<file path="config.mk">
export PLATFORM = sky130hd
export DESIGN_NAME = logic_unit
export DESIGN_NICKNAME = d
export VERILOG_FILES = /design/src/logic/cpu_params.svh /design/src/logic/cpu_pkg.sv /design/src/logic/logic_unit.sv
export SDC_FILE = /design/constraint.sdc
export NUM_CORES = 1
export LEC_CHECK = 0
export BUFFER_PORTS_ARGS = -buffer_cell sky130_fd_sc_hd__clkbuf_2
export CORE_UTILIZATION = 45
export DETAILED_ROUTE_END_ITERATION = 7
export PLACE_DENSITY = 0.89
export REMOVE_ABC_BUFFERS = 1
export SYNTH_ARGS = -nofsm -noshare
export SYNTH_HDL_FRONTEND = slang
export SYNTH_SLANG_ARGS = --single-unit
</file>
<file path="constraint.sdc">
create_clock -name vclk -period 3.3
set_clock_uncertainty 0.15 [all_clocks]
set_input_delay 0.495 -clock vclk [all_inputs]
set_output_delay 0.495 -clock vclk [all_outputs]
set_load 0.01 [all_outputs]
</file>
<file path="src/logic/cpu_params.svh">
`ifndef CPU_PARAMS_SVH
`define CPU_PARAMS_SVH

// Primary opcodes
`define OPC_SPECIAL     6'b000000
`define OPC_SPECIAL2    6'b011100
`define OPC_COP0        6'b010000

// SPECIAL funct codes
`define FN_AND          6'b100100
`define FN_OR           6'b100101
`define FN_XOR          6'b100110
`define FN_NOR          6'b100111
`define FN_MFHI         6'b010000
`define FN_MTHI         6'b010001
`define FN_MFLO         6'b010010
`define FN_MTLO         6'b010011
`define FN_MOVN         6'b001011
`define FN_MOVZ         6'b001010

// SPECIAL2 and COP0 funct codes
`define FN_MADDU        6'b000001
`define FN_ERET         6'b011000

// COP0 rs field
`define CP0_MF          5'b00000
`define CP0_MT          5'b00100
`define CP0_CO          5'b10000

// COP0 register numbers and Status bits
`define CP0_REG_STATUS  5'd12
`define CP0_REG_EPC     5'd14
`define STATUS_EXL_BIT  1

`endif

</file>
<file path="src/logic/cpu_pkg.sv">
`default_nettype none

package cpu_pkg;

	typedef logic [31:0] word_t;
	typedef logic [31:0] inst_t;
	typedef logic [4:0]  reg_addr_t;

	typedef enum logic [3:0]
	{
		OP_NOP,
		OP_AND,
		OP_OR,
		OP_XOR,
		OP_NOR,
		OP_MFHI,
		OP_MTHI,
		OP_MFLO,
		OP_MTLO,
		OP_MOVN,
		OP_MOVZ,
		OP_MADDU,
		OP_MFC0,
		OP_MTC0,
		OP_ERET,
		OP_INVALID
	} oper_t;

	typedef struct packed
	{
		oper_t     op;
		reg_addr_t raddr1;
		reg_addr_t raddr2;
		reg_addr_t waddr;
		logic      we;
		logic [4:0] cp0_sel; // COP0 register number
	} dec_t;

	typedef struct packed
	{
		logic      we;
		reg_addr_t waddr;
		word_t     wdata;
	} wb_t;

endpackage

`default_nettype wire

</file>
<file path="src/logic/logic_unit.sv">
`default_nettype none
`timescale 1ns/1ps

module logic_unit
(
	input  cpu_pkg::dec_t  dec,
	input  cpu_pkg::word_t rdata1,
	input  cpu_pkg::word_t rdata2,
	input  cpu_pkg::word_t hilo_rdata,
	input  cpu_pkg::word_t cp0_rdata,
	output cpu_pkg::wb_t   inst_wb
);

logic rt_zero;

assign rt_zero = (rdata2 == '0);

always_comb
begin
	inst_wb.we    = dec.we;
	inst_wb.waddr = dec.waddr;
	inst_wb.wdata = '0;
	case (dec.op)
		cpu_pkg::OP_AND: inst_wb.wdata = rdata1 & rdata2;
		cpu_pkg::OP_OR:  inst_wb.wdata = rdata1 | rdata2;
		cpu_pkg::OP_XOR: inst_wb.wdata = rdata1 ^ rdata2;
		cpu_pkg::OP_NOR: inst_wb.wdata = ~(rdata1 | rdata2);
		cpu_pkg::OP_MOVN:
		begin
			inst_wb.wdata = rdata1;
			inst_wb.we    = dec.we && !rt_zero; // Move only when rt nonzero
		end
		cpu_pkg::OP_MOVZ:
		begin
			inst_wb.wdata = rdata1;
			inst_wb.we    = dec.we && rt_zero;
		end
		cpu_pkg::OP_MFHI,
		cpu_pkg::OP_MFLO: inst_wb.wdata = hilo_rdata;
		cpu_pkg::OP_MFC0: inst_wb.wdata = cp0_rdata;
		default:          inst_wb.wdata = '0;
	endcase
end

endmodule

`default_nettype wire

</file>
== Yosys cells after proc, flatten, opt, wreduce, memory -nomap -nowiden ==
Cells that the tools add are included.
W data, S select, Z words.
Word-level totals
  register bits after elaboration: 0
  bits of input ports: 153
Cells by class
  equal/unequal tests: 9
  muxes and demuxes: 2
  bitwise logic cells: 4
  reduce and logical (&&, ||, !) cells: 6
Operators with widths (number)
  $pmux W32 S7: 1
  $and A32 B32 Y32: 1
  $logic_not A32 Y1: 1
  $not A32 Y32: 1
  $or A32 B32 Y32: 1
  $xor A32 B32 Y32: 1
  $eq A4 B3 Y1 const B: 3
  $eq A4 B4 Y1 const B: 3
  $eq A4 B2 Y1 const B: 2
  $eq A4 B1 Y1 const B: 1
  $reduce_or A2 Y1: 2
  $logic_and A1 B1 Y1: 2
  $pmux W1 S2: 1
  $logic_not A1 Y1: 1

== Depth between registers and ports, before layout ==
  depth in word-level cells: 4
  mapped depth: 6
  depth with buffers taken out: 5

== Worst setup path after synthesis ==
No wires, ideal clock.
  path kind: input to output
  start point: input dec[21] (netlist name)
  end point: output inst_wb[10] (netlist name)
  data arrival time: 1.524 ns
  setup slack: 1.131 ns
  cell stages on the path: 6
  path through: or4b_1 -> clkbuf_1 -> buf_2 -> nor2_1 -> a21oi_1 -> nand3_1
RTL lines
  start, declared: line logic_unit.sv:6  | input cpu_pkg::dec_t dec,
  end, declared: line logic_unit.sv:11  | output cpu_pkg::wb_t inst_wb

==> flow_summary.ini <==
[detailed_routing]
first_pass_iters = 6
drt_drc_violations_left = 0
via_per_inst = 5.77
drt_iter0_markers = 217
vias = 3192
routed_wl_um = 7970
wire_per_inst_um = 14.4
ant_nets = 0

[finish]
final_cell_area_um2 = 3200
num_antenna_cells = 0
syn_to_final_growth_pct = 36.7
fin_cells = 553
seqCellArea_um2 = 0
drive_gt1_share_pct = 36.6
design.seq.count = 0
num-clock-buffers = 0
fin_nets = 705
fillers = 408
final_util_pct = 65.7

[power_and_ir_drop]
power_frac_seq_pct = 0
power_mw = 0.341
netSwitchingFraction_pct = 53.9
power_frac_clock_pct = 0
combPwrFrac_pct = 100.0
p_int_mw = 0.157
p_sw_mw = 0.184
p_per_area_nw_per_um2 = 106
peakVddDrop_mv = 0.0599
power_leakage_nw = 1.99

[die]
io_pins = 191
rows = 25
die_h_um = 74.2
dieWidth_um = 74.2
initial_core_util_pct = 48.0
dieArea_um2 = 5500
core_area_um2 = 4880

[synth]
synthesis.area_um2 = 2340
yosys.area_share.simple_pct = 18.4
synthAdderAreaFrac_pct = 34.2
syn_avg_cell_area_um2 = 6.89
yosys_warnings = 0
ys_seq_area_share_pct = 0
synth_top_family_by_area = adder cells
synthXorXnorAreaFrac_pct = 0
netlist_instances = 340
synth_cell_types = 22
muxShareOfSynthArea_pct = 0
synth_compound_area_share_pct = 31.4

[global_route]
grt_overflow = 0
antenna_found_initial = 0
grt_max_degree = 33
grt.total_usage_pct = 27.5
grt_pass1_wl_um = 12300
grt_pass1_vias = 2965

[place]
io_buffers = 166
dpl.hpwl_um = 6140
gp_congestion = 0.871
placed_area_um2 = 3200
post-place-ws_ns = 0.629
placedCellCount = 553

[run_status]
status = complete, no violations

[worst_setup_path]
cp-end-kind = primary output
crit_path_start_kind = primary input
cp.required_ns = 2.65
crit_arrival_ns = 2.03
worstPathMaxFanout = 26
path_class = primary input to primary output

[timing]
setup_viol_count_final = 0
fin_tns_setup_ns = 0
period_needed_ns = 2.68
hold_ws_ns = 0.840
fmax_mhz = 373
finalCritPeriodShare_pct = 81.1
max_slew_margin_pct = 71.3
drv_slew = 0
rsz0062_at_grt = no
timing.final.ws_setup_ns = 0.622
worst_pin_slew_ns = 0.426
final_hold_viol_count = 0

[worst_hold_path]
hold_class = primary input to primary output

[clock_network]
post_cts_buffers = 0
holdBufCountCts = 0
cts_resized = 0

[job]
maxCapViolations = 0
[area by class of cell]
class	instances	area (um2)	area share, %
timing repair buffer	174	891	27.8
multi-input combinational	248	1990	62.1
inverter	64	240	7.50
tap	67	83.8	2.62
[power groups by stage]
| stage | Clock (mW) | Combinational (mW) | Sequential (mW) |
|---|---|---|---|
| after floorplan | 0 | 0.157 | 0 |
| after global placement | 0 | 0.325 | 0 |
| after detailed placement | 0 | 0.340 | 0 |
| after CTS | 0 | 0.342 | 0 |
| after global routing | 0 | 0.382 | 0 |
| final | 0 | 0.341 | 0 |
[routing by layer]
| layer | share of wire (%) | vias up | wire [um] | track usage (%) |
|---|---|---|---|---|
| met2 | 53 | 171 | 4190 | 57.5 |
| met5 | 0 | - | 0 | 0 |
| li1 | - | 1556 | - | - |
| met3 | 8.8 | 6 | 704 | 4.47 |
| met4 | 0.84 | 0 | 67 | 5.34 |
| met1 | 38 | 1459 | 3000 | 28.1 |
[cells by family after synthesis]
logic type	count (synthesis)
AOI/OAI and AO/OA	98
buffers and inverters	92
adders and majority gates	64
and+or+nand+nor	86
[placed cells by master, fill, tap and decap left out, drive strengths merged]
cell,count
clkbuf,166
inv,64
ha,64
nor2,33
a21oi,33
a222oi,32
a22oi,32
nand3,32
nor4,8
buf,8
nand2b,3
nand4,2
nor3,2
nor4b,1
or4b,1
nand2,1
and4bb,1
and3b,1
or4,1
o311a,1
[final timing paths]
| kind | cells after the start | slack [ns] | endpoint | startpoint |
|---|---|---|---|---|
| worst max-delay path | 7 | 0.62 | inst_wb[2] | dec[21] |
| worst min-delay path | 0 | 0.84 | inst_wb[33] | dec[7] |
[critical path, stage by stage]
cell,delay [ns]
clkbuf_2,0.15
or4b_1,0.70
buf_4,0.30
nor2_1,0.12
a21oi_1,0.05
nand3_1,0.08
clkbuf_2,0.13
[Yosys cell counts]
library cell / count / area share, %
nand3_1: 32 / 6.8
nand2b_1: 3 / 0.80
nor4_1: 8 / 2.1
nor4b_1: 1 / 0.37
nor2_1: 33 / 5.3
a222oi_1: 32 / 14
clkbuf_1: 14 / 2.2
nor3_1: 1 / 0.21
nor3_2: 1 / 0.43
o311a_1: 1 / 0.43
buf_4: 5 / 1.6
or4b_1: 1 / 0.43
ha_1: 64 / 34
or4_1: 1 / 0.32
nand4_1: 2 / 0.53
and4bb_1: 1 / 0.53
a22oi_1: 32 / 10
buf_2: 9 / 1.9
nand2_1: 1 / 0.16
inv_1: 64 / 10
a21oi_1: 33 / 7.0
and3b_1: 1 / 0.37
Power figures use the tool's default switching activity.
