==> src/logic/cpu_params.svh <==
`ifndef CPU_PARAMS_SVH
`define CPU_PARAMS_SVH

// Primary opcodes
`define OPC_SPECIAL     6'b000000
`define OPC_SPECIAL2    6'b011100
`define OPC_COP0        6'b010000

// SPECIAL funct codes
`define FN_AND          6'b100100
`define FN_OR           6'b100101
`define FN_XOR          6'b100110
`define FN_NOR          6'b100111
`define FN_MFHI         6'b010000
`define FN_MTHI         6'b010001
`define FN_MFLO         6'b010010
`define FN_MTLO         6'b010011
`define FN_MOVN         6'b001011
`define FN_MOVZ         6'b001010

// SPECIAL2 and COP0 funct codes
`define FN_MADDU        6'b000001
`define FN_ERET         6'b011000

// COP0 rs field
`define CP0_MF          5'b00000
`define CP0_MT          5'b00100
`define CP0_CO          5'b10000

// COP0 register numbers and Status bits
`define CP0_REG_STATUS  5'd12
`define CP0_REG_EPC     5'd14
`define STATUS_EXL_BIT  1

`endif

==> src/logic/cpu_pkg.sv <==
`default_nettype none

package cpu_pkg;

	typedef logic [31:0] word_t;
	typedef logic [31:0] inst_t;
	typedef logic [4:0]  reg_addr_t;

	typedef enum logic [3:0]
	{
		OP_NOP,
		OP_AND,
		OP_OR,
		OP_XOR,
		OP_NOR,
		OP_MFHI,
		OP_MTHI,
		OP_MFLO,
		OP_MTLO,
		OP_MOVN,
		OP_MOVZ,
		OP_MADDU,
		OP_MFC0,
		OP_MTC0,
		OP_ERET,
		OP_INVALID
	} oper_t;

	typedef struct packed
	{
		oper_t     op;
		reg_addr_t raddr1;
		reg_addr_t raddr2;
		reg_addr_t waddr;
		logic      we;
		logic [4:0] cp0_sel; // COP0 register number
	} dec_t;

	typedef struct packed
	{
		logic      we;
		reg_addr_t waddr;
		word_t     wdata;
	} wb_t;

endpackage

`default_nettype wire

==> src/logic/cp0_unit.sv <==
`include "cpu_params.svh"
`default_nettype none
`timescale 1ns/1ps

module cp0_unit
(
	input  wire            clk,
	input  wire            arst_n,
	input  wire            issue,
	input  cpu_pkg::dec_t  dec,
	input  cpu_pkg::word_t rdata2,
	input  cpu_pkg::word_t pc,
	output cpu_pkg::word_t cp0_rdata,
	output logic           exc,
	output logic           eret,
	output cpu_pkg::word_t epc
);

typedef enum logic [1:0]
{
	EV_NONE,
	EV_TRAP,
	EV_RETURN
} event_t;

cpu_pkg::word_t status;
cpu_pkg::word_t epc_q;
event_t         ev_next;
event_t         ev_q;

always_comb
begin
	ev_next = EV_NONE;
	if (issue && (dec.op == cpu_pkg::OP_INVALID))
		ev_next = EV_TRAP;
	else if (issue && (dec.op == cpu_pkg::OP_ERET))
		ev_next = EV_RETURN;
end

always_ff @(posedge clk or negedge arst_n)
begin
	if (!arst_n)
	begin
		status <= '0;
		epc_q  <= '0;
		ev_q   <= EV_NONE;
	end
	else
	begin
		ev_q <= ev_next;
		if (ev_next == EV_TRAP)
		begin
			epc_q                  <= pc;
			status[`STATUS_EXL_BIT] <= 1'b1;
		end
		else if (ev_next == EV_RETURN)
			status[`STATUS_EXL_BIT] <= 1'b0;
		else if (issue && (dec.op == cpu_pkg::OP_MTC0))
		begin
			if (dec.cp0_sel == `CP0_REG_STATUS)
				status <= rdata2;
			else if (dec.cp0_sel == `CP0_REG_EPC)
				epc_q <= rdata2;
		end
	end
end

always_comb
begin
	case (dec.cp0_sel)
		`CP0_REG_STATUS: cp0_rdata = status;
		`CP0_REG_EPC:    cp0_rdata = epc_q;
		default:         cp0_rdata = '0; // Unimplemented
	endcase
end

assign exc  = (ev_q == EV_TRAP);
assign eret = (ev_q == EV_RETURN);
assign epc  = epc_q;

endmodule

`default_nettype wire

==> config.mk <==
export PLATFORM = sky130hd
export DESIGN_NAME = cp0_unit
export DESIGN_NICKNAME = d
export VERILOG_FILES = /design/src/logic/cpu_pkg.sv /design/src/logic/cp0_unit.sv
export VERILOG_INCLUDE_DIRS = /design/src /design/src/logic
export SDC_FILE = /design/constraint.sdc
export NUM_CORES = 1
export LEC_CHECK = 0
export BUFFER_PORTS_ARGS = -buffer_cell sky130_fd_sc_hd__clkbuf_2
export CAP_MARGIN = 20
export CORE_ASPECT_RATIO = 1.2
export CORE_MARGIN = 2
export CORE_UTILIZATION = 35
export DETAILED_ROUTE_END_ITERATION = 12
export SYNTH_ARGS = -nofsm -noshare
export SYNTH_HDL_FRONTEND = slang
export SYNTH_SLANG_ARGS = --single-unit
==> constraint.sdc <==
create_clock -name clk -period 1.9 [get_ports clk]
set_input_delay 0.19 -clock clk [delete_from_list [all_inputs] [get_ports clk]]
set_output_delay 0.19 -clock clk [all_outputs]
set_load 0.1 [all_outputs]
[Yosys cells after proc, flatten, opt, wreduce, memory -nomap -nowiden]
Cells that the tools add are included.
Word-level totals
  register bits: 66
  output and inout bits: 66
  logic and storage cells: 39
Operators by class
  eq/ne operators: 11
  muxes and demuxes: 12
  bitwise gates (word level): 2
  reduce and logical (&&, ||, !) cells: 10
Operators by type and width (number)
  $mux 32: 5
  $pmux 32 s2: 1
  $eq 4x4->1 const B: 3
  $eq 5x4->1 const B: 2
  $mux 2: 4
  $reduce_and 4->1: 2
  $reduce_bool 3->1: 2
  $eq 2x1->1 const B: 2
  $eq 2x2->1 const B: 2
  $ne 2x2->1 const B: 2
  $reduce_bool 2->1: 2
  $logic_and 1x1->1: 3
  $mux 1: 2
  $not 1->1: 2
  $reduce_and 2->1: 1

[Depth between registers and ports, before layout]
  depth in word-level cells: 7
  depth in mapped cells: 6

[Least setup slack after synthesis]
OpenSTA, ideal clock, no wires.
  path kind: input to output
  start: input dec[4] (netlist name)
  end: output cp0_rdata[0]
  arrival time: 1.823 ns
  required time: 1.710 ns
  path slack: -0.113 ns
  cell stages on the path: 6
  cell sequence: and4bb_2 buf_2 and2_1 clkbuf_1 buf_4 a22o_1
On the way
  word-level cells in the longest chain between the ends: 2
RTL lines
  start: declaration: RTL line cp0_unit.sv:10  | input cpu_pkg::dec_t dec,
  $eq 5x4->1: RTL line cp0_unit.sv:70  | case (dec.cp0_sel)
  $pmux 32 s2 *: RTL line cp0_unit.sv:70
  end: declaration: RTL line cp0_unit.sv:13  | output cpu_pkg::word_t cp0_rdata,
Every way passes the cells marked *; elsewhere a longest branch is shown, timed or not.

[Final worst setup path]
  start: input dec[4] (netlist name)
  end: output cp0_rdata[10]
The elaborated chain is that of the path after synthesis.

==> results.md <==
* Peak VDD IR at 0.4583 mV
* Worst Skew at 0 ns
* Worst slack, placed at about 0.18 ns
* Slew HR at 0.6171
* Syn Inst Count at approximately 370
* CTS H-tree lvls at 3
* Nets at around 590
* Met1 Usage GRT at 0.2791
* Worst-margin pin slew at around 0.57 ns
* Period minus WS final at around 1.7 ns
* Row Count at slightly above 40
* Most used routing layer in global routing: met2
* Placed cell area at 0.005234 mm2
* Final Setup Violations at 0
* Final Cell Area at roughly 0.0055 mm2
* PostCTS Resize Cnt at 0
* Critical Path AT at between 1.5 and 2 ns
* Fin. max-slew vios at 0
* Grt total ovfl at 0
* Initial Util at 0.3605
* Xor/xnor share of the synthesized area at 0
* Reg2reg end: epc[24]
* Hold/Removal Path Class: primary input to register
* Register area share after synthesis at 0.4335
* Final Hold Vio Count at 0
* Post-synthesis compound-gate area fraction at 0.2614
* Main combinational cell family by area after synthesis: compound AO/OA/AOI/OAI gates
* Worst R2R Path Depth at 3
* Detail Route Antenna Nets at 0
* Worst Path Required at 1.71 ns
* Setup slack, reg-to-reg at between 0.9 and 1 ns
* Ant. Diodes at 0
* Largest net degree at the start of global routing at 58
* Number of distinct library cells after synthesis at 33
* Die Width at just under 100 um
* Worst hold endpoint: status[4]
* Origin of the worst min-delay path: rdata2[4]
* Met2 usage at 0.3636
* CORE AREA at around 0.011 mm2
* Root buffer cell: clkbuf_16
* RR Startpoint: epc[24]
* Final worst slack at a little under 0.2 ns
* Status: finished, final reports clean
* Dpl hpwl at 8555 um
* Syn avg cell area at around 10 um2
* CTS tree: built
* Via count of the first global-routing pass at 3877
* Met3 Use GR at 0.03962
* CTS sink cnt at 66
* Crit path kind: primary input to output port
* PwrDens at 686.7 mW/mm2
* DRC Markers at 0
* Clock latency on the worst-skew pair at between 0.3 and 0.4 ns
* Fmax at roughly 590 MHz
* Max_cap viols at 0
* WL/cell at ~20 um
* RSZ-0062 raised after global routing: false
* Worst Setup End Kind: output port
* Synth Cell Area at 0.003810 mm2
* Synthesized flop and latch total at 66
* Syn nets at between 400 and 500
* Post-Route Setup TNS at 0 ns
* Number of warning messages in the yosys log at 0
* Clk buf depth at 2
* Leak at roughly 2.5 nW
* Die ar. at roughly 0.012 mm2
* WL final at ~13000 um
* CTS clk-pin slew, worst paths at approximately 0.05 ns
* WHS Path Cells at 2
* Simple-Gate Fraction of Synth Area at 0.1442
* Routability cong. at 0.7702
* Post-synthesis adder-cell area fraction at 0
* Initial antenna violation count at 0
* Critical path peak fanout at 32
* Vias per inst at between 6 and 7
* Area growth syn-to-layout at 44.76%
* Tot GR Track Use at 0.2180
* Post-synthesis mux area share at 0.09458
* 1st-iter DRT viols at ~220
* Number of buffers added on ports at 141
* Vias at 3800
* Num CTS Buffers at 9
* # IOs at 158
* First drt pass iteration count at 4
* Startpoint types: primary input
* Layout cell share with drive strength beyond 1 at 0.4990
* Global-route wire length before repair at ~20000 um
* Die height at approximately 120 um
* Fin crit share at 0.8980
[cell usage in the layout, fill, tap and decap left out, types with 19 or more instances in the layout]
| master | n |
|---|---|
| a211oi_1 | 31 |
| a22o_2 | 32 |
| a41o_1 | 19 |
| a41oi_1 | 19 |
| buf_12 | 38 |
| buf_4 | 21 |
| clkbuf_2 | 108 |
| dfrtp_1 | 66 |
| mux2_2 | 31 |
| nor2_1 | 21 |
| nor3_1 | 50 |
[how the worst max path moves through the flow]
stage,start,to,slack [ns],cells after the start
detailed placement,dec[4],status[27],0.18,5
finish,dec[4],cp0_rdata[10],0.19,6
floorplan,ev_q[0],eret,0.02,1
global route,dec[4],cp0_rdata[31],0.12,6
global placement,dec[4],status[6],0.17,5
CTS,dec[4],cp0_rdata[31],0.19,6
[area by class of cell]
class / instances / area [um2]
multi-input cells: 249 / 1958
clock buffers: 12 / 256.5
clock inverters: 3 / 15.01
repair buffers: 168 / 1469
inverters: 1 / 3.754
flip-flops and latches: 66 / 1652
fillers: 984 / 5052
well taps: 129 / 161.4
[registers in the layout, indices dropped and copies added, names as in the netlist]
name	count
ev_q	2
epc	32
status	32
[worst max-delay path, cell delays in order]
cell       delay [ns]
clkbuf_2         0.08
nand4bb_1        0.39
nor2_4           0.22
buf_12           0.22
a22o_2           0.21
buf_12           0.17
[layer usage]
metal	part of all wire	vias up
met5	0	-
met4	0.013	0
met3	0.060	14
met2	0.50	154
met1	0.42	1898
li1	-	1734
[power breakdown]
| part | switching (W) | internal [W] |
|---|---|---|
| logic | 0.000528 | 0.000218 |
| clock network | 0.000597 | 0.000940 |
| registers | 0.0000476 | 0.00146 |
| total | 0.00117 | 0.00261 |
[kinds of logic after synthesis]
kind of cell | count (synthesis)
buffers and inverters | 51
flip-flops | 66
AO/OA/AOI/OAI | 116
multiplexers | 32
AND/OR/NAND/NOR | 101
[what timing repair did]
action,CTS,global route
setup buffers,0,0
hold buffers,1,0
hold endpoints to repair,38,0
[cells in the mapped netlist, drive strengths merged]
master	number	area share
o32ai	12	0.028
a22o	32	0.074
nand3	1	0.0013
nand2	2	0.0020
and2	1	0.0016
nand4b	2	0.0046
dfrtp	66	0.43
nor2b	3	0.0049
nor3	50	0.066
a41oi	19	0.044
o311ai	1	0.0023
clkbuf	20	0.020
nor2	22	0.022
nand4bb	1	0.0030
buf	30	0.046
a41o	19	0.050
nand2b	1	0.0016
nor3b	1	0.0020
and4	1	0.0023
nor4	13	0.025
o21ai	1	0.0013
and4bb	1	0.0033
a211oi	31	0.061
inv	1	0.00098
nand4	2	0.0049
o211ai	1	0.0020
mux2	32	0.095
[through the flow]
step           power, W  hold slack, ns  cells    util
2_1_floorplan  0.002008         -0.1056    366       -
3_3_place_gp   0.002262          0.2144    612  0.4953
3_5_place_dp   0.002273          0.2107    612  0.4953
4_1_cts        0.003817         0.09092    628  0.5219
5_1_grt        0.003942         0.09815    628  0.5219
6_report       0.003787          0.1015    628  0.5219
(Power assumes the default switching activity.)
