--- src/logic/cpu_params.svh ---
`ifndef CPU_PARAMS_SVH
`define CPU_PARAMS_SVH

// Primary opcodes
`define OPC_SPECIAL     6'b000000
`define OPC_SPECIAL2    6'b011100
`define OPC_COP0        6'b010000

// SPECIAL funct codes
`define FN_AND          6'b100100
`define FN_OR           6'b100101
`define FN_XOR          6'b100110
`define FN_NOR          6'b100111
`define FN_MFHI         6'b010000
`define FN_MTHI         6'b010001
`define FN_MFLO         6'b010010
`define FN_MTLO         6'b010011
`define FN_MOVN         6'b001011
`define FN_MOVZ         6'b001010

// SPECIAL2 and COP0 funct codes
`define FN_MADDU        6'b000001
`define FN_ERET         6'b011000

// COP0 rs field
`define CP0_MF          5'b00000
`define CP0_MT          5'b00100
`define CP0_CO          5'b10000

// COP0 register numbers and Status bits
`define CP0_REG_STATUS  5'd12
`define CP0_REG_EPC     5'd14
`define STATUS_EXL_BIT  1

`endif

--- src/logic/cpu_pkg.sv ---
`default_nettype none

package cpu_pkg;

	typedef logic [31:0] word_t;
	typedef logic [31:0] inst_t;
	typedef logic [4:0]  reg_addr_t;

	typedef enum logic [3:0]
	{
		OP_NOP,
		OP_AND,
		OP_OR,
		OP_XOR,
		OP_NOR,
		OP_MFHI,
		OP_MTHI,
		OP_MFLO,
		OP_MTLO,
		OP_MOVN,
		OP_MOVZ,
		OP_MADDU,
		OP_MFC0,
		OP_MTC0,
		OP_ERET,
		OP_INVALID
	} oper_t;

	typedef struct packed
	{
		oper_t     op;
		reg_addr_t raddr1;
		reg_addr_t raddr2;
		reg_addr_t waddr;
		logic      we;
		logic [4:0] cp0_sel; // COP0 register number
	} dec_t;

	typedef struct packed
	{
		logic      we;
		reg_addr_t waddr;
		word_t     wdata;
	} wb_t;

endpackage

`default_nettype wire

--- src/logic/id_type_r.sv ---
`include "cpu_params.svh"
`default_nettype none
`timescale 1ns/1ps

module id_type_r
(
	input  cpu_pkg::inst_t inst,
	output cpu_pkg::dec_t  dec
);

logic [5:0] opcode;
logic [5:0] funct;
cpu_pkg::reg_addr_t rs;
cpu_pkg::reg_addr_t rt;
cpu_pkg::reg_addr_t rd;

assign opcode = inst[31:26];
assign rs     = inst[25:21];
assign rt     = inst[20:16];
assign rd     = inst[15:11];
assign funct  = inst[5:0];

always_comb
begin
	dec.op      = cpu_pkg::OP_INVALID;
	dec.raddr1  = rs;
	dec.raddr2  = rt;
	dec.waddr   = rd;
	dec.we      = 1'b1;
	dec.cp0_sel = 5'b0;
	case (opcode)
		`OPC_SPECIAL:
		begin
			if (inst == 32'b0)
			begin
				dec.op     = cpu_pkg::OP_NOP;
				dec.raddr1 = 5'b0;
				dec.raddr2 = 5'b0;
				dec.waddr  = 5'b0;
				dec.we     = 1'b0;
			end
			else
			begin
				case (funct)
					`FN_AND:  dec.op = cpu_pkg::OP_AND;
					`FN_OR:   dec.op = cpu_pkg::OP_OR;
					`FN_XOR:  dec.op = cpu_pkg::OP_XOR;
					`FN_NOR:  dec.op = cpu_pkg::OP_NOR;
					`FN_MFHI: dec.op = cpu_pkg::OP_MFHI;
					`FN_MFLO: dec.op = cpu_pkg::OP_MFLO;
					`FN_MOVN: dec.op = cpu_pkg::OP_MOVN;
					`FN_MOVZ: dec.op = cpu_pkg::OP_MOVZ;
					`FN_MTHI:
					begin
						dec.op    = cpu_pkg::OP_MTHI;
						dec.we    = 1'b0;
						dec.waddr = 5'b0;
					end
					`FN_MTLO:
					begin
						dec.op    = cpu_pkg::OP_MTLO;
						dec.we    = 1'b0;
						dec.waddr = 5'b0;
					end
					default: dec.op = cpu_pkg::OP_INVALID;
				endcase
			end
		end
		`OPC_SPECIAL2:
		begin
			dec.we = 1'b0; // Result lands in HI:LO
			if (funct == `FN_MADDU)
				dec.op = cpu_pkg::OP_MADDU;
		end
		`OPC_COP0:
		begin
			dec.cp0_sel = rd;
			dec.raddr1  = 5'b0;
			dec.we      = 1'b0;
			case (rs)
				`CP0_MF:
				begin
					dec.op     = cpu_pkg::OP_MFC0;
					dec.we     = 1'b1;
					dec.waddr  = rt;
					dec.raddr2 = 5'b0;
				end
				`CP0_MT: dec.op = cpu_pkg::OP_MTC0;
				`CP0_CO: dec.op = (funct == `FN_ERET) ? cpu_pkg::OP_ERET : cpu_pkg::OP_INVALID;
				default: dec.op = cpu_pkg::OP_INVALID;
			endcase
		end
		default: dec.op = cpu_pkg::OP_INVALID;
	endcase
	if (dec.op == cpu_pkg::OP_INVALID)
		dec.we = 1'b0; // Trapping op never writes rd
end

endmodule

`default_nettype wire

--- config.mk ---
export PLATFORM = sky130hd
export DESIGN_NAME = id_type_r
export DESIGN_NICKNAME = d
export VERILOG_FILES = /design/src/logic/cpu_pkg.sv /design/src/logic/id_type_r.sv
export VERILOG_INCLUDE_DIRS = /design/src /design/src/logic
export SDC_FILE = /design/constraint.sdc
export NUM_CORES = 1
export LEC_CHECK = 0
export BUFFER_PORTS_ARGS = -buffer_cell sky130_fd_sc_hd__buf_2
export CAP_MARGIN = 40
export CORE_AREA = 2 2 39 41
export DETAILED_ROUTE_END_ITERATION = 16
export DIE_AREA = 0 0 41 43
export PLACE_DENSITY = 0.95
export SETUP_SLACK_MARGIN = 0.15
export SYNTH_ARGS = -nofsm -noshare
export SYNTH_HDL_FRONTEND = slang
export SYNTH_SLANG_ARGS = --single-unit
--- constraint.sdc ---
create_clock -name vclk -period 2.6
set_input_delay 0.26 -clock vclk [all_inputs]
set_output_delay 0.26 -clock vclk [all_outputs]
set_load 0.01 [all_outputs]
**Word-level counts from Yosys, hierarchy flattened**

Cells that the tools add are included.

- Muxes and demuxes: 14
- Equality and inequality tests: 17
- Reduce and logical (&&, ||, !) cells: 4

Operators with widths:

| kind | number |
|---|---|
| $eq 6x5->1 const B | 7 |
| $pmux 4 s10 | 1 |
| $logic_not 32->1 | 1 |
| $pmux 15 s2 | 1 |
| $eq 6x6->1 const B | 4 |
| $eq 6x4->1 const B | 2 |
| $mux 6 | 2 |
| $pmux 4 s3 | 1 |
| $mux 11 | 1 |
| $mux 10 | 1 |
| $eq 6x1->1 const B | 1 |
| $logic_not 6->1 | 1 |
| $pmux 2 s3 | 1 |
| $eq 5x3->1 const B | 1 |
| $eq 5x5->1 const B | 1 |
| $logic_not 5->1 | 1 |
| $mux 5 | 1 |
| $eq 4x4->1 const B | 1 |
| $mux 4 | 1 |
| $mux 3 | 1 |
| $pmux 1 s3 | 1 |
| $mux 1 | 2 |
| $reduce_or 2->1 | 1 |

- Bits in registers: 0
- Input port bits: 32
- Logic and storage cells: 35
- Output and inout port bits: 25

**Logic depth before layout (Yosys ltp)**

- Depth in word-level cells: 6
- Mapped depth: 7
- Mapped depth without buffers: 6

**Worst setup path after synthesis**

Ideal clock, no wire load.

- Path kind: in2out
- Start point: in inst[21]
- End point: out dec[5] (netlist name)
- Path buffers: 0
- Arrival: 1.613 ns
- Required time: 2.340 ns
- Slack: 0.727 ns
- Cell stages on the path: 6
- Cell sequence: or4_4 > or2_4 > a31oi_1 > o21ai_1 > nand4_1 > o211a_1

RTL lines:

| what | RTL line | text |
|---|---|---|
| start, declared | id_type_r.sv:7 | `input cpu_pkg::inst_t inst,` |
| end, declared | id_type_r.sv:8 | `output cpu_pkg::dec_t dec` |

==> flow_summary_export.csv <==
group,metric,value,unit
yosys,syn_avg_cell_area,6.10,µm²
critical_path,critPathSlowestCell,"nor4_1",
hold_path,holdPathStages,3,
critical_path,cp_slowest_stage_delay,430,ps
routing,avgViaCountPerCell,5.61,
routing,drc,0,
placed_design,place_congestion,1.02,
critical_path,endpoint,"dec[10]",
floorplanning,fp.dieH,43,µm
outcome,status,"finished clean",
routing,routed_wl,1.78,mm
layout,area_growth,62.3,%
layout,fin_util,57.2,%
layout,clkbuf_count,0,
cts,cts_hold_buf,0,
hold_path,hold_path_class,"input port to output port",
placed_design,preCtsSetupSlack,348,ps
sta,relSlewSlack,69.9,%
critical_path,endpoint_kind,"output port",
routing,wire_per_inst,11.8,µm
floorplanning,coreArea,1380,µm²
sta,fin_crit_sh,85.8,%
floorplanning,start_util,35.3,%
yosys,ys_types,27,
pwr,ir_drop,0.0488,mV
yosys,ys_top_cells_by_area,"and2_1 14%, a22o_1 9.0%, nor4_1 7.7%",
sta,final-setup-viol-count,0,
floorplanning,floorplan.rows,14,
global_route,grt_antenna_before_repair,0,
pwr,leakage,0.000402,µW
sta,timing.setup.tns,0,ps
sta,rsz0062_at_grt,"no",
placed_design,numPortBuffers,57,
global_route,grt_overflow_total,0,
critical_path,crit_arrival,1970,ps
global_route,grt_pass1_vias,720,
yosys,yosysSeqAreaShare,0,%
floorplanning,dieArea,1760,µm²
critical_path,worstPathRequired,2340,ps
sta,setup_ws,370,ps
critical_path,crit_path_start,"inst[3]",
layout,seq_cell_count,0,
layout,antenna_cells,0,
floorplanning,pin_count,57,
pwr,power_density,113,nW/µm²
sta,timing.fmax,449,MHz
routing,drt-initial-drc-count,22,
layout,layout-drive-gt1-share,45.2,%
yosys,syn-cell-area,488,µm²
layout,nNetsFinal,169,
sta,worst_slew_pin_slew,448,ps
global_route,met3_usage,0.524,%
placed_design,dp.final_hpwl,1.52,mm
yosys,synth_largest_type_area_fraction,14.1,%
sta,hold_violations,0,
yosys,synthCells,80,
global_route,grt_util_met1,25.6,%
yosys,synth_fp_nets,112,
job,max-cap-violations,0,
critical_path,cp_max_fo,7,
routing,dr.pass1.iters,4,
yosys,yosys_warnings,0,
yosys,synth.largest_area_cell,"and2_1",
global_route,grt_max_degree,15,
routing,detail-route-antenna-nets,0,
layout,regArea,0,µm²
critical_path,cp_common_cell,"buf_2",
floorplanning,die_w,41,µm
routing,vias,847,
sta,fin_crit,2230,ps
global_route,grt_pass1_wl,2.71,mm
sta,whs,836,ps
critical_path,startpoint_type,"input port",
critical_path,worstSetupPathType,"input port to output port",
global_route,track_usage,20.1,%
critical_path,path_cells,"buf_2 > nor4_1 > nand3_1 > nor2_1 > a311o_1 > nand2_1 > a22o_1 > buf_2",
global_route,top_usage_layer,"met2",
sta,final-max-slew-violation-count,0,
global_route,met2_usage,36.6,%
-- cells in the final DEF (no fill, tap or decap), types with 2 or more instances in the layout --
master / count
a22o_1: 5
and2_1: 11
and3_1: 5
o21ai_0: 6
nor3_1: 2
nand3_1: 2
nand4_1: 4
buf_2: 57
a21oi_1: 4
nor2_1: 6
nand2_1: 6
inv_1: 2
nor3b_1: 2
nor2b_1: 3
nor4_1: 5
nand3b_1: 3
-- synth_stat cells (3+ instances only) --
library cell / count
o21ai_0: 6
nand2_1: 6
nor2b_1: 3
nand4_1: 4
nor2_1: 6
and2_1: 11
nand3b_1: 3
and3_1: 5
nor4_1: 6
a22o_1: 5
a21oi_1: 4
-- kinds of logic (layout without fill, tap and decap cells) --
family	Yosys count	count (layout)	synth area share [%]
and+or+nand+nor	54	54	66.2
buffers and inverters	4	59	3.08
AOI/OAI and AO/OA	22	22	30.8
-- per-stage QoR --
| stage | power (µW) | std cells | cell area (µm²) |
|---|---|---|---|
| after floorplan | 39.7 | 80 | 488 |
| after global placement | 86.2 | 151 | 786 |
| after detailed placement | 88.6 | 151 | 786 |
| after CTS | 88.8 | 151 | 786 |
| after global routing | 101 | 151 | 792 |
| final | 89.8 | 151 | 792 |
-- per-layer routing --
metal	share of wire [%]	vias up
met2	47	55
met3	11	2
li1	-	427
met5	0	-
met4	0.17	0
met1	42	363
-- layout make-up --
class	count	area, µm²
fill	127	592
inverter	2	7.51
multi-input combinational	76	479
tap	16	20.0
timing repair buffer	57	285
-- worst min-delay path by stage --
stage               startpoint       to  slack [ps]
CTS                   inst[24]  dec[19]         840
floorplan             inst[16]  dec[11]         660
finish                inst[19]  dec[14]         840
global placement      inst[24]  dec[19]         830
global route          inst[19]   dec[9]         870
detailed placement    inst[24]  dec[19]         840
-- worst max-delay path: cells and delay by family --
kind	cells	cell delay [ps]
buffers and inverters	2	260
AO/OA/AOI/OAI	2	400
AND/OR/NAND/NOR	4	1030
-- what timing repair did --
item / CTS / global route
endpoints found under the hold margin: 0 / 0
resized for setup: 0 / 1
endpoints found under the setup margin: 0 / 5
setup buffers: 0 / 0
-- report_power, final --
part	switching, µW	internal (µW)
combinational	46.5	43.3
clock	0	0
sequential	0	0
total	46.5	43.3
(Power assumes the default switching activity.)
