===== config.mk =====
export PLATFORM = sky130hd
export DESIGN_NAME = reg_file
export DESIGN_NICKNAME = d
export VERILOG_FILES = /design/src/logic/cpu_params.svh /design/src/logic/cpu_pkg.sv /design/src/logic/reg_file.sv
export SDC_FILE = /design/constraint.sdc
export NUM_CORES = 2
export LEC_CHECK = 0
export ABC_AREA = 0
export BUFFER_PORTS_ARGS = -buffer_cell sky130_fd_sc_hd__buf_2
export CAP_MARGIN = 20
export CORE_MARGIN = 5
export CORE_UTILIZATION = 50
export DETAILED_ROUTE_END_ITERATION = 16
export PLACE_DENSITY = 0.69
export SYNTH_ARGS = -nofsm -noshare
export SYNTH_HDL_FRONTEND = slang
export SYNTH_SLANG_ARGS = --single-unit

===== constraint.sdc =====
create_clock -name clk -period 1.85 [get_ports clk]
set_input_delay 0.185 -clock clk [delete_from_list [all_inputs] [get_ports clk]]
set_output_delay 0.185 -clock clk [all_outputs]
set_load 0.005 [all_outputs]

===== src/logic/cpu_params.svh =====
`ifndef CPU_PARAMS_SVH
`define CPU_PARAMS_SVH

// Primary opcodes
`define OPC_SPECIAL     6'b000000
`define OPC_SPECIAL2    6'b011100
`define OPC_COP0        6'b010000

// SPECIAL funct codes
`define FN_AND          6'b100100
`define FN_OR           6'b100101
`define FN_XOR          6'b100110
`define FN_NOR          6'b100111
`define FN_MFHI         6'b010000
`define FN_MTHI         6'b010001
`define FN_MFLO         6'b010010
`define FN_MTLO         6'b010011
`define FN_MOVN         6'b001011
`define FN_MOVZ         6'b001010

// SPECIAL2 and COP0 funct codes
`define FN_MADDU        6'b000001
`define FN_ERET         6'b011000

// COP0 rs field
`define CP0_MF          5'b00000
`define CP0_MT          5'b00100
`define CP0_CO          5'b10000

// COP0 register numbers and Status bits
`define CP0_REG_STATUS  5'd12
`define CP0_REG_EPC     5'd14
`define STATUS_EXL_BIT  1

`endif


===== src/logic/cpu_pkg.sv =====
`default_nettype none

package cpu_pkg;

	typedef logic [31:0] word_t;
	typedef logic [31:0] inst_t;
	typedef logic [4:0]  reg_addr_t;

	typedef enum logic [3:0]
	{
		OP_NOP,
		OP_AND,
		OP_OR,
		OP_XOR,
		OP_NOR,
		OP_MFHI,
		OP_MTHI,
		OP_MFLO,
		OP_MTLO,
		OP_MOVN,
		OP_MOVZ,
		OP_MADDU,
		OP_MFC0,
		OP_MTC0,
		OP_ERET,
		OP_INVALID
	} oper_t;

	typedef struct packed
	{
		oper_t     op;
		reg_addr_t raddr1;
		reg_addr_t raddr2;
		reg_addr_t waddr;
		logic      we;
		logic [4:0] cp0_sel; // COP0 register number
	} dec_t;

	typedef struct packed
	{
		logic      we;
		reg_addr_t waddr;
		word_t     wdata;
	} wb_t;

endpackage

`default_nettype wire


===== src/logic/reg_file.sv =====
`default_nettype none
`timescale 1ns/1ps

module reg_file
(
	input  wire                clk,
	input  wire                arst_n,
	input  cpu_pkg::reg_addr_t raddr1,
	input  cpu_pkg::reg_addr_t raddr2,
	output cpu_pkg::word_t     rdata1,
	output cpu_pkg::word_t     rdata2,
	input  wire                issue,
	input  cpu_pkg::wb_t       inst_wb,
	input  wire                ld_valid,
	input  cpu_pkg::wb_t       ld_wb,
	output logic               retire_valid,
	output cpu_pkg::wb_t       retire
);

cpu_pkg::word_t regs [1:31];
cpu_pkg::wb_t   wr;

// ##########################################################
// Write port arbitration
// ##########################################################

always_comb
begin
	wr = '0;
	if (issue && inst_wb.we)
		wr = inst_wb; // Instruction wins the port
	else if (ld_valid && !issue && ld_wb.we)
		wr = ld_wb;
end

always_ff @(posedge clk or negedge arst_n)
begin
	if (!arst_n)
	begin
		for (int i = 1; i < 32; i++)
			regs[i] <= '0;
	end
	else if (wr.we && (wr.waddr != 5'd0))
		regs[wr.waddr] <= wr.wdata;
end

assign rdata1 = (raddr1 == 5'd0) ? '0 : regs[raddr1];
assign rdata2 = (raddr2 == 5'd0) ? '0 : regs[raddr2];

// ##########################################################
// Retire record
// ##########################################################

always_ff @(posedge clk or negedge arst_n)
begin
	if (!arst_n)
		retire_valid <= 1'b0;
	else
		retire_valid <= issue;
end

always_ff @(posedge clk)
begin
	if (issue)
		retire <= inst_wb;
end

endmodule

`default_nettype wire


# Word level (Yosys, flattened, before mapping)
# Cells that the tools add are included.
[totals]
register_bits = 1031
latchBits = 0
mem_bits_rw = 0
rom_bits = 0
output_inout_bits = 103
word_cells = 64
mem_count = 0
[classes]
add_sub_neg = 0
n_mul = 0
div_mod_pow = 0
n_lt_le_gt_ge = 4
n_eq_ne = 0
n_shift = 0
muxes = 13
n_bitwise = 3
n_reduce_logical = 9
[op_table]
columns = ["op", "n"]
rows = [
  ["bitwise mux 992 bit", 1],
  ["binary-select mux 32 bit (select 5 bit)", 2],
  ["two-way mux 32 bit", 7],
  ["demux 32 bit (select 5 bit)", 1],
  ["two-way mux 38 bit", 2],
  [">= comparator 6 bit (second input constant)", 3],
  ["NOT 5 -> 6 bit", 3],
  ["logical NOT 5 bit", 2],
  ["< comparator 6 x 1 -> 1 bit (second input constant)", 1],
  ["logical AND 1 bit", 5],
  ["nonzero test 5 bit", 1],
  ["logical NOT 1 bit", 1],
]

# Logic depth before layout (Yosys ltp)
[logic_depth]
depth_word = 11
ltp_mapped = 9
mapped_depth_nobuf = 5

# Worst setup path after synthesis
# Ideal clock, no wire load.
[synth_timing]
path_kind = "input -> output"
start = "in raddr2[0]"
end = "out rdata2[11]"
t_arrival_ns = 1.846
required_time_ns = 1.665
setup_slack_ns = -0.181
stages = 7
n_path_buf = 2
path_cell_list = "clkbuf_1 -> clkbuf_1 -> mux4_2 -> mux2i_1 -> nor2_1 -> a21oi_1 -> o221ai_1"
[synth_between]
elab_chain_len = 5
elab_cells_between_ends = 6
classes_between = "mux (4); bitwise (1); reduce/logical (1)"
[synth_lines]
columns = ["element", "line_no", "text"]
rows = [
  ["start: declaration", "reg_file.sv:9", "input cpu_pkg::reg_addr_t raddr2,"],
  ["NOT 5 -> 6 bit (implied by the code)", "reg_file.sv:48", "assign rdata2 = (raddr2 == 5'd0) ? '0 : regs[raddr2];"],
  ["binary-select mux 32 bit (select 5 bit)", "reg_file.sv:48", ""],
  ["two-way mux 32 bit (implied by the code) (2 in a row)", "reg_file.sv:48", ""],
  ["two-way mux 32 bit *", "reg_file.sv:48", ""],
  ["end: declaration", "reg_file.sv:11", "output cpu_pkg::word_t rdata2,"],
]
# Mark *: on every way between the ends. The rest lies on a longest branch, timed or not. The select of a mux whose other input is x is not followed.

# Final worst setup path
[layout_timing]
start = "reg regs[596] (netlist bit)"
end = "out rdata2[20]"
[layout_between]
elab_chain_len = 4
[layout_lines]
columns = ["element", "line_no", "text"]
rows = [
  ["start: declaration", "reg_file.sv:20", "cpu_pkg::word_t regs [1:31];"],
  ["start signal: indexed assignment", "reg_file.sv:44", "regs[wr.waddr] <= wr.wdata;"],
  ["binary-select mux 32 bit (select 5 bit)", "reg_file.sv:48", ""],
  ["two-way mux 32 bit (implied by the code) (2 in a row)", "reg_file.sv:48", ""],
  ["two-way mux 32 bit", "reg_file.sv:48", ""],
]
# Every way passes these cells. The select of a mux whose other input is x is not followed.

==> metrics.md <==
| Metric | Value |
|---|---|
| Status | `complete, but fails checks` |
| Violated checks | `negative setup slack` |
| Remaining DRCs | `0` |
| Final Cycle Share | `1.447` |
| Switching share of power | `0.2616` |
| Synthesized area per cell | `15.03 um2` |
| FMAX | `373.5 MHz` |
| Core box area | `108,600 um2` |
| H-Tree Level Count | `3` |
| Sink of the worst hold path | `retire[37]` |
| Hold Path Stages | `2` |
| Worst Path Required | `1.66 ns` |
| Worst Tran Pin Value | `0.6321 ns` |
| Unrepaired setup endpoints after global routing | `yes` |
| Number of port buffers | `192` |
| Final min period | `2.677 ns` |
| Max Buffers Root-to-Sink | `3` |
| Async set-or-reset flop fraction in the synthesized netlist | `0.9631` |
| Worst hold path type | `in2reg` |
| Fin worst setup slack | `-0.8275 ns` |
| Post-Syn Nets | `3,719` |
| Top cell type's share of synthesized area | `0.4555` |
| CTS tree | `built` |
| Die width | `340.3 um` |
| Critical Path AT | `2.49 ns` |
| Worst r2r path cells | `3` |
| Flop pwr share | `0.434` |
| Via count | `38,380` |
| Grt ovf | `0` |
| Critical Path Fanout Max | `2` |
| Number of synthesized flops with an enable pin | `38` |
| CTS clk-pin slew, worst paths | `0.07 ns` |
| #FFs+latches synth | `1,031` |
| Vias in the first global route | `39,510` |
| CP Class | `reg2out` |
| Most frequent cells in the layout | `1,004 x mux2_2, 993 x dfrtp_1, 519 x buf_4` |
| Routed WL | `180.9 mm` |
| Yosys top cell by area | `dfrtp_1` |
| Register area share after synthesis | `0.4764` |
| Pwr Total | `0.06118 W` |
| Worst hold path startpoint | `issue` |
| IO Count | `193` |
| Global-route wire length before repair | `266.7 mm` |
| Skew-Pair Late Insertion Delay | `0.68 ns` |
| Clk pwr share | `0.382` |
| Relative slew slack | `0.5763` |
| Layout Nets | `4,386` |
| Worst r2r dst | `regs[553]` |
| # rows | `121` |
| P&R area growth vs syn | `26.18%` |
| Layout cells sized above 1 | `0.6357` |
| Switching power | `0.01600 W` |
| Final Wtd Congestion | `0.8844` |
| Cell count after synthesis | `3,629` |
| Most area-consuming cells after synthesis | `dfrtp_1 46%, mux2_2 21%, mux4_2 18%, mux2i_1 2.3%, edfxtp_1 2.1%` |
| Final Skew | `0 ns` |
| Commonest non-fill, non-tap cell in the layout | `mux2_2` |
| Pin count of the biggest net entering global routing | `90` |
| Startpoint Class | `flip-flop` |
| Final setup viols | `64` |
| Drt initial violations | `3,993` |
| Distinct cells, synth | `40` |
| CTS buffer count | `108` |
| VDD IR-drop max | `0.0006605 V` |
| HPWL after DPL | `119.1 mm` |
| DR WL/cell | `31.18 um` |
| Worst Setup SP | `regs[596]` |
| Pint | `0.04518 W` |
| CP Capture Type | `output pin` |
| Prevailing post-synth register cell | `dfrtp_1` |
| Final core area utilization | `0.6342` |
| Root Driver | `clkbuf_16` |
| FF-to-FF Start | `regs[553]` |
| Hold Vio Cnt, Final | `0` |
| Max-cap violations | `0` |
| Pre-antenna DRT Iters | `6` |
| GRT Overall Usage | `0.3064` |
| Final slew viol count | `0` |
| Antenna violations before repair | `3` |
| Yosys warning count | `0` |
| Die area | `115,800 um2` |
| Reg2reg setup slack | `0.83 ns` |
| Post-Syn Area | `54,560 um2` |
| Comb power frac | `0.184` |
| Initial core utilization | `0.5026` |
| Clock sink count | `1,031` |
| Die Y-Extent | `340.3 um` |
| Antenna Violating Nets Remaining | `0` |
| Power Density | `888.7 nW/um2` |
| Vias per inst | `6.614` |
| P_leak | `31.84 nW` |
flip-flops by register name, indices dropped and copies added (netlist names):
register      count
regs            992
retire           38
retire_valid      1
cell type report:
type	instances	area, um2
diodes	3	7.507
well taps	1414	1769
clock buffers	152	3149
multi-input cells	2205	28040
fillers	7768	39710
repair buffers	949	9239
clock inverters	48	645.6
inverters	1	3.754
flip-flops and latches	1031	25990
layer usage:
metal	share of wire	wire length, um	track usage
met1	0.40	72540	0.4318
met3	0.099	17960	0.06994
met5	0.000050	9	0
met2	0.46	83640	0.4777
met4	0.037	6772	0.09899
Yosys cell counts (all sizes together), types with 4 or more instances:
cell	instances
nor2	52
and2	4
clkbuf	213
dfrtp	993
o22ai	36
a31oi	17
mux2	1073
nand2b	4
nand3	6
nand2	68
a22oi	58
edfxtp	38
buf	179
nor2b	52
nand3b	5
a221oi	32
a21oi	47
a22o	32
a311oi	13
a211oi	17
o221ai	32
o21ai	34
mux2i	126
mux4	433
nor3	48
how the worst max path moves through the flow:
stage	to	cells after the start	slack [ns]
after floorplan	regs[929]	7	-0.04
after global placement	regs[37]	7	-0.78
final	rdata2[20]	6	-0.83
after detailed placement	regs[39]	7	-0.78
after global routing	rdata2[20]	6	-0.86
after CTS	rdata2[20]	6	-0.82
through the flow:
stage / cell area, um2 / TNS (ns) / setup slack (ns) / instances / hold slack (ns)
floorplan: 54800 / -7.929 / -0.04200 / 3629 / -0.1106
global placement: 62920 / -342.09 / -0.7808 / 5504 / 0.08176
detailed placement: 62920 / -367.00 / -0.7846 / 5504 / 0.08308
CTS: 68270 / -41.96 / -0.8177 / 5775 / 0.05257
global route: 68830 / -45.75 / -0.8603 / 5800 / 0.06703
finish: 68840 / -40.79 / -0.8275 / 5803 / 0.06085
cell families (layout without fill, tap and decap cells):
family / Yosys count / count (layout) / synth area share
flip-flops: 1031 / 1031 / 0.4764
AO/OA/AOI/OAI: 325 / 325 / 0.04307
multiplexers: 1632 / 1632 / 0.4254
buffers and inverters: 393 / 1150 / 0.03291
other: 0 / 3 / 0
AND/OR/NAND/NOR: 248 / 248 / 0.02225
what timing repair did:
item	4_1_cts	5_1_grt
hold endpoints to repair	761	0
gates cloned	0	4
pin swaps	78	37
endpoints found under the setup margin	159	245
resized for setup	201	55
setup buffers	43	24
hold buffers	41	0
worst max-delay path, cell delays in order, from the launching register on:
cell and delay, ns:
dfrtp_1 0.40, mux4_2 0.48, mux2i_2 0.20, nor2_1 0.08, a21oi_2 0.23, o221ai_2 0.23
buf_2 0.19
power by group through the flow:
| stage | registers, W | clock network [W] | logic (W) |
|---|---|---|---|
| after global routing | 0.0267 | 0.0246 | 0.0119 |
| after detailed placement | 0.0268 | 0 | 0.0105 |
| final | 0.0265 | 0.0234 | 0.0113 |
| after global placement | 0.0267 | 0 | 0.0103 |
| after CTS | 0.0264 | 0.0236 | 0.0110 |
| after floorplan | 0.0263 | 0 | 0.00627 |
Note: power is estimated with default switching activity, not from simulation.
