`config.mk`:
```
export PLATFORM = sky130hd
export DESIGN_NAME = hilo_unit
export DESIGN_NICKNAME = d
export VERILOG_FILES = /design/src/logic/cpu_params.svh /design/src/logic/cpu_pkg.sv /design/src/logic/hilo_unit.sv
export SDC_FILE = /design/constraint.sdc
export NUM_CORES = 2
export LEC_CHECK = 0
export ABC_CLOCK_PERIOD_IN_PS = 7900
export BUFFER_PORTS_ARGS = -buffer_cell sky130_fd_sc_hd__buf_2
export CAP_MARGIN = 20
export CORE_MARGIN = 3
export CORE_UTILIZATION = 33
export CTS_CLUSTER_SIZE = 25
export DETAILED_ROUTE_END_ITERATION = 6
export SLEW_MARGIN = 10
export SYNTH_ARGS = -nofsm -noshare
export SYNTH_HDL_FRONTEND = slang
export SYNTH_SLANG_ARGS = --single-unit
```
`constraint.sdc`:
```
create_clock -name clk -period 7.9 [get_ports clk]
set_input_delay 0 -clock clk [delete_from_list [all_inputs] [get_ports clk]]
set_output_delay 0 -clock clk [all_outputs]
set_load 0.005 [all_outputs]
```
`src/logic/cpu_params.svh`:
```
`ifndef CPU_PARAMS_SVH
`define CPU_PARAMS_SVH

// Primary opcodes
`define OPC_SPECIAL     6'b000000
`define OPC_SPECIAL2    6'b011100
`define OPC_COP0        6'b010000

// SPECIAL funct codes
`define FN_AND          6'b100100
`define FN_OR           6'b100101
`define FN_XOR          6'b100110
`define FN_NOR          6'b100111
`define FN_MFHI         6'b010000
`define FN_MTHI         6'b010001
`define FN_MFLO         6'b010010
`define FN_MTLO         6'b010011
`define FN_MOVN         6'b001011
`define FN_MOVZ         6'b001010

// SPECIAL2 and COP0 funct codes
`define FN_MADDU        6'b000001
`define FN_ERET         6'b011000

// COP0 rs field
`define CP0_MF          5'b00000
`define CP0_MT          5'b00100
`define CP0_CO          5'b10000

// COP0 register numbers and Status bits
`define CP0_REG_STATUS  5'd12
`define CP0_REG_EPC     5'd14
`define STATUS_EXL_BIT  1

`endif

```
`src/logic/cpu_pkg.sv`:
```
`default_nettype none

package cpu_pkg;

	typedef logic [31:0] word_t;
	typedef logic [31:0] inst_t;
	typedef logic [4:0]  reg_addr_t;

	typedef enum logic [3:0]
	{
		OP_NOP,
		OP_AND,
		OP_OR,
		OP_XOR,
		OP_NOR,
		OP_MFHI,
		OP_MTHI,
		OP_MFLO,
		OP_MTLO,
		OP_MOVN,
		OP_MOVZ,
		OP_MADDU,
		OP_MFC0,
		OP_MTC0,
		OP_ERET,
		OP_INVALID
	} oper_t;

	typedef struct packed
	{
		oper_t     op;
		reg_addr_t raddr1;
		reg_addr_t raddr2;
		reg_addr_t waddr;
		logic      we;
		logic [4:0] cp0_sel; // COP0 register number
	} dec_t;

	typedef struct packed
	{
		logic      we;
		reg_addr_t waddr;
		word_t     wdata;
	} wb_t;

endpackage

`default_nettype wire

```
`src/logic/hilo_unit.sv`:
```
`default_nettype none
`timescale 1ns/1ps

module hilo_unit
(
	input  wire            clk,
	input  wire            arst_n,
	input  wire            issue,
	input  cpu_pkg::dec_t  dec,
	input  cpu_pkg::word_t rdata1,
	input  cpu_pkg::word_t rdata2,
	output cpu_pkg::word_t hilo_rdata
);

cpu_pkg::word_t hi;
cpu_pkg::word_t lo;
logic [63:0]    product;
logic [63:0]    acc;

assign product = {32'b0, rdata1} * {32'b0, rdata2}; // Unsigned 32x32
assign acc     = {hi, lo} + product; // Wraps at 64 bits

always_ff @(posedge clk or negedge arst_n)
begin
	if (!arst_n)
	begin
		hi <= '0;
		lo <= '0;
	end
	else if (issue)
	begin
		case (dec.op)
			cpu_pkg::OP_MTHI:  hi <= rdata1;
			cpu_pkg::OP_MTLO:  lo <= rdata1;
			cpu_pkg::OP_MADDU:
			begin
				hi <= acc[63:32];
				lo <= acc[31:0];
			end
			default: ;
		endcase
	end
end

assign hilo_rdata = (dec.op == cpu_pkg::OP_MFHI) ? hi : lo;

endmodule

`default_nettype wire

```
-- Yosys cells after proc, flatten, opt, wreduce, memory -nomap -nowiden
Cells that the tools add are included.
- add/sub/neg operators: 1
- reduce and logical (&&, ||, !) cells: 4
- equality and inequality tests: 4
- mux-type cells: 3
- $mul: 1
- operators by type and width (kind ; number):
    $pmux 32 s2 ; 2
    $add 64x64->64 ; 1
    $mul 32x32->64 ; 1
    $mux 32 ; 1
    $eq 4x3->1 const B ; 2
    $eq 4x4->1 const B ; 2
    $reduce_and 2->1 ; 2
    $reduce_bool 2->1 ; 2
- word-level logic and storage cells: 15
- flip-flop bits (word level): 64
- output and inout bits: 32
- input bits: 92

-- Depth between registers and ports, before layout
- depth in word-level cells: 3
- mapped depth: 30
- mapped depth without buffers: 27

-- Least setup slack after synthesis
OpenSTA, ideal clock, no wires.
- path type: input -> register
- from: in rdata1[27]
- to: reg hi[17]
- slack: 0.919 ns
- stages: 26
- path buffers: 3
- data arrival time: 6.857 ns
- required time: 7.775 ns
- cell sequence: clkbuf_1 > clkbuf_1 > nand2_1 > fa_1 > fa_1 > inv_1 > fa_1 > inv_1 > fa_1 > inv_1 > fa_1 > fa_1 > fa_1 > inv_1 > fa_1 > inv_1 > ha_1 > clkbuf_1 > nand3_1 > or4_1 > o41ai_1 > a21oi_1 > a211oi_2 > o21ai_0 > a311oi_1 > nor2_1
- cells in the longest elaborated chain, start to end: 3
- RTL lines (element ; line ; RTL):
    from (decl) ; hilo_unit.sv:10 ; input cpu_pkg::word_t rdata1,
    $mul 32x32->64 ; hilo_unit.sv:20 ; assign product = {32'b0, rdata1} * {32'b0, rdata2};
    $add 64x64->64 ; hilo_unit.sv:21 ; assign acc = {hi, lo} + product;
    $pmux 32 s2 ; hilo_unit.sv:32 ; case (dec.op)
    to (signal assigned) ; hilo_unit.sv:33 ; cpu_pkg::OP_MTHI: hi <= rdata1;
    to (signal assigned) ; hilo_unit.sv:37 ; hi <= acc[63:32];
    to (decl) ; hilo_unit.sv:15 ; cpu_pkg::word_t hi;
Every way passes these cells.
A chain may end at the register's enable or synchronous reset.

-- Worst setup path after layout
- from: reg lo[22]
- to: reg hi[28]
- cells in the longest elaborated chain, start to end: 2
- RTL lines (element ; line ; RTL):
    from (decl) ; hilo_unit.sv:16 ; cpu_pkg::word_t lo;
    from (signal assigned) ; hilo_unit.sv:34 ; cpu_pkg::OP_MTLO: lo <= rdata1;
    from (signal assigned) ; hilo_unit.sv:38 ; lo <= acc[31:0];
    $add 64x64->64 ; hilo_unit.sv:21 ;
    $pmux 32 s2 ; hilo_unit.sv:32 ;
Every way passes these cells.

==> impl_metrics.ini <==
[synth]
synth-seq-area-share_pct = 4.21
unique_cell_type_count_in_the_yosys_netlist = 57
synth-edff-count = 0
syn-mean-instance-area_um2 = 8.73
mappedNetlistArea_um2 = 38000
synthesis.yosys.warnings = 0
netlist_instances = 4356
synth-async-reset-ratio_pct = 100
postSynthRegisterBits = 64
syn_nets = 5650
synth_flop_cell = sky130_fd_sc_hd__dfrtp_1

[floorplan]
floorplan.initialDensity_pct = 33.5
dieArea_um2 = 119000
floorplan.io_pins = 124
floorplan.core_area_um2 = 113000
floorplan.rows = 123
die_height_um = 346
die_x_um = 346

[drt]
route.detailed.vias_per_inst = 4.90
dr.first_iter.drc_count = 1910
route.antenna.remaining_nets = 0
route.detailed.drc = 0
vias = 28806
detail_route.wl_per_cell_um = 19.3
firstDrtPassIters = 5
wirelength_mm = 113

[sta]
endpoints_failing_setup = 0
grt_setup_unrepaired = no
maxClockFrequency_mhz = 131
min_period_over_period_pct = 96.3
timing.final.crit_period_ns = 7.61
hold_viol = 0
slew_limit_fails = 0
worst-slew-pin-transition_ns = 1.14
setup_total_negative_slack_ns = 0
worst_clock_skew_ns = 0.0104
slew_headroom_pct = 23.1

[final_layout]
layout_cell_share_with_drive_strength_beyond_1_pct = 6.52
synthToLayoutAreaGrowth_pct = 7.77
nets = 5662

[clocking]
worst_skew_late_latency_ns = 0.34
clk_pin_slew_ns = 0.06
cts_made_buffers = 9
post-cts-setup-buffer-count = 0
cts-htree-levels = 3
cts_tree = done
cts.path.max_buffers = 2
cts_num_sinks = 64
clock_tree.root_cell = sky130_fd_sc_hd__clkbuf_16

[hold_path]
class_of_the_worst_hold_path = in2reg

[critical_path]
cp_max_fo = 5
timing.critical_path.required_ns = 8.11
worst-setup-path-type = reg2reg
setup.worst_path.start_class = register
setup_crit_end_kind = register
arrival_ns = 7.81

[place]
place.detailed.hpwl_mm = 98.0
buffer_ports.inserted = 102
gp_routability_congestion = 0.963

[global_route]
aggregate_global_route_resource_usage_pct = 19.5
via_count_of_the_first_global_routing_pass = 31641
grt_first_pass_wirelength_mm = 183
global_route.overflow_total = 0
antenna_found_initial = 6
grt_start_max_net_pins = 71

[flow_run]
timing.max_cap.violations = 0

[status]
run_status = finished clean
## area by class of cell
type	instances	area (um2)
tap	1500	1880
sequential	64	1600
antenna	2	5.00
multi-input combinational	2962	31500
fill	11751	72400
inverter	1077	4040
clock inverter	5	56.3
timing repair buffer	254	1690
clock buffer	11	243
## worst paths after layout
check | from | slack (ns) | cells after the start | endpoint
max in group asynchronous | arst_n | 6.85 | 3 | hi[22]
worst max-delay path | lo[22] | 0.29 | 24 | hi[28]
worst min register to register | lo[18] | 0.48 | 2 | lo[18]
worst min-delay path | rdata1[31] | 0.13 | 3 | lo[31]
min in group asynchronous | arst_n | 0.42 | 3 | hi[25]
worst max register to register | lo[22] | 0.29 | 24 | hi[28]
## Yosys cell counts (8+ instances only)
cell type,n,area share (%)
sky130_fd_sc_hd__a211oi_1,17,0.34
sky130_fd_sc_hd__a21o_1,32,0.63
sky130_fd_sc_hd__a21oi_1,112,1.5
sky130_fd_sc_hd__a31oi_1,16,0.26
sky130_fd_sc_hd__and2_1,459,7.5
sky130_fd_sc_hd__and3_1,20,0.33
sky130_fd_sc_hd__clkbuf_1,251,2.5
sky130_fd_sc_hd__dfrtp_1,64,4.2
sky130_fd_sc_hd__fa_1,959,50
sky130_fd_sc_hd__ha_1,243,8.0
sky130_fd_sc_hd__inv_1,1077,11
sky130_fd_sc_hd__mux2i_1,8,0.21
sky130_fd_sc_hd__nand2_1,718,7.1
sky130_fd_sc_hd__nand3_1,22,0.29
sky130_fd_sc_hd__nand4_1,16,0.26
sky130_fd_sc_hd__nor2_1,57,0.56
sky130_fd_sc_hd__nor3_1,18,0.24
sky130_fd_sc_hd__o211ai_1,11,0.22
sky130_fd_sc_hd__o21ai_0,95,1.2
sky130_fd_sc_hd__o21bai_1,9,0.18
sky130_fd_sc_hd__o221ai_1,13,0.30
sky130_fd_sc_hd__xnor2_1,31,0.71
sky130_fd_sc_hd__xor2_1,26,0.60
## cells by family (layout without fill, tap and decap cells)
| group | after synthesis | after routing | synth area share [%] |
|---|---|---|---|
| and+or+nand+nor | 1334 | 1334 | 16.8 |
| buffers and inverters | 1330 | 1347 | 13.1 |
| adders and majority gates | 1202 | 1202 | 58.5 |
| AOI/OAI and AO/OA | 354 | 354 | 5.68 |
| DFF | 64 | 64 | 4.21 |
| xor gates and xnor gates | 57 | 57 | 1.31 |
| muxes | 15 | 15 | 0.418 |
| other | 0 | 2 | 0 |
## critical path, stage by stage (launching register included)
cell and delay (ns):
sky130_fd_sc_hd__dfrtp_1 0.38, sky130_fd_sc_hd__inv_1 0.27, sky130_fd_sc_hd__fa_1 0.49, sky130_fd_sc_hd__fa_1 0.54, sky130_fd_sc_hd__inv_1 0.05, sky130_fd_sc_hd__fa_1 0.47
sky130_fd_sc_hd__inv_1 0.06, sky130_fd_sc_hd__fa_1 0.53, sky130_fd_sc_hd__inv_1 0.05, sky130_fd_sc_hd__fa_1 0.48, sky130_fd_sc_hd__fa_1 0.50, sky130_fd_sc_hd__fa_1 0.53
sky130_fd_sc_hd__inv_1 0.06, sky130_fd_sc_hd__fa_1 0.48, sky130_fd_sc_hd__inv_1 0.07, sky130_fd_sc_hd__ha_1 0.35, sky130_fd_sc_hd__nand2_1 0.07, sky130_fd_sc_hd__o21ai_0 0.42
sky130_fd_sc_hd__nor3b_1 0.15, sky130_fd_sc_hd__nor4_1 0.37, sky130_fd_sc_hd__a21oi_2 0.21, sky130_fd_sc_hd__o32ai_1 0.54, sky130_fd_sc_hd__nor3_1 0.12, sky130_fd_sc_hd__mux2i_1 0.18
sky130_fd_sc_hd__o211ai_1 0.11
## routing by layer
metal	vias to the layer above	track usage, %	wire [um]
met3	143	1.83	6780
met1	15088	27.5	50400
met5	-	0	0
met4	0	5.07	3460
met2	908	32.1	52600
li1	12667	-	-
## placed cells by master, fill, tap and decap left out, drive strengths merged, types with 5 or more instances in the layout
cell type,n
nand2,718
a31oi,16
dfrtp,64
clkbuf,11
nand4,17
nor3,18
xnor2,31
nand3,22
and3,20
inv,1077
xor2,26
a21boi,5
ha,243
a21oi,112
o211ai,11
a22oi,6
nor2,57
mux2,7
o221ai,13
a211oi,18
and2,459
buf,253
o21bai,9
fa,959
mux2i,8
a21o,32
o21ai,100
## state kept, by name, summed over array words and instances, names as in the netlist
register  count
hi           32
lo           32
## timing repair
item,CTS,global route
hold buffers,1,0
setup endpoints to repair,0,9
hold endpoints to repair,64,0
resized for setup,0,2
## stage by stage
| step | utilization [%] | std cells | cell area [um2] | hold WS [ns] | setup WS, ns |
|---|---|---|---|---|---|
| 2_1_floorplan | - | 4356 | 38000 | -0.296 | 0.919 |
| 3_3_place_gp | 35.9 | 5856 | 40700 | 0.294 | 0.189 |
| 3_5_place_dp | 35.9 | 5856 | 40700 | 0.290 | 0.244 |
| 4_1_cts | 36.1 | 5873 | 41000 | 0.103 | 0.294 |
| 5_1_grt | 36.1 | 5873 | 41000 | 0.150 | 0.00375 |
| 6_report | 36.1 | 5875 | 41000 | 0.128 | 0.293 |
Power is not shown: default switching activity piles up to over one toggle a cycle in this logic, so the estimate is an artifact.
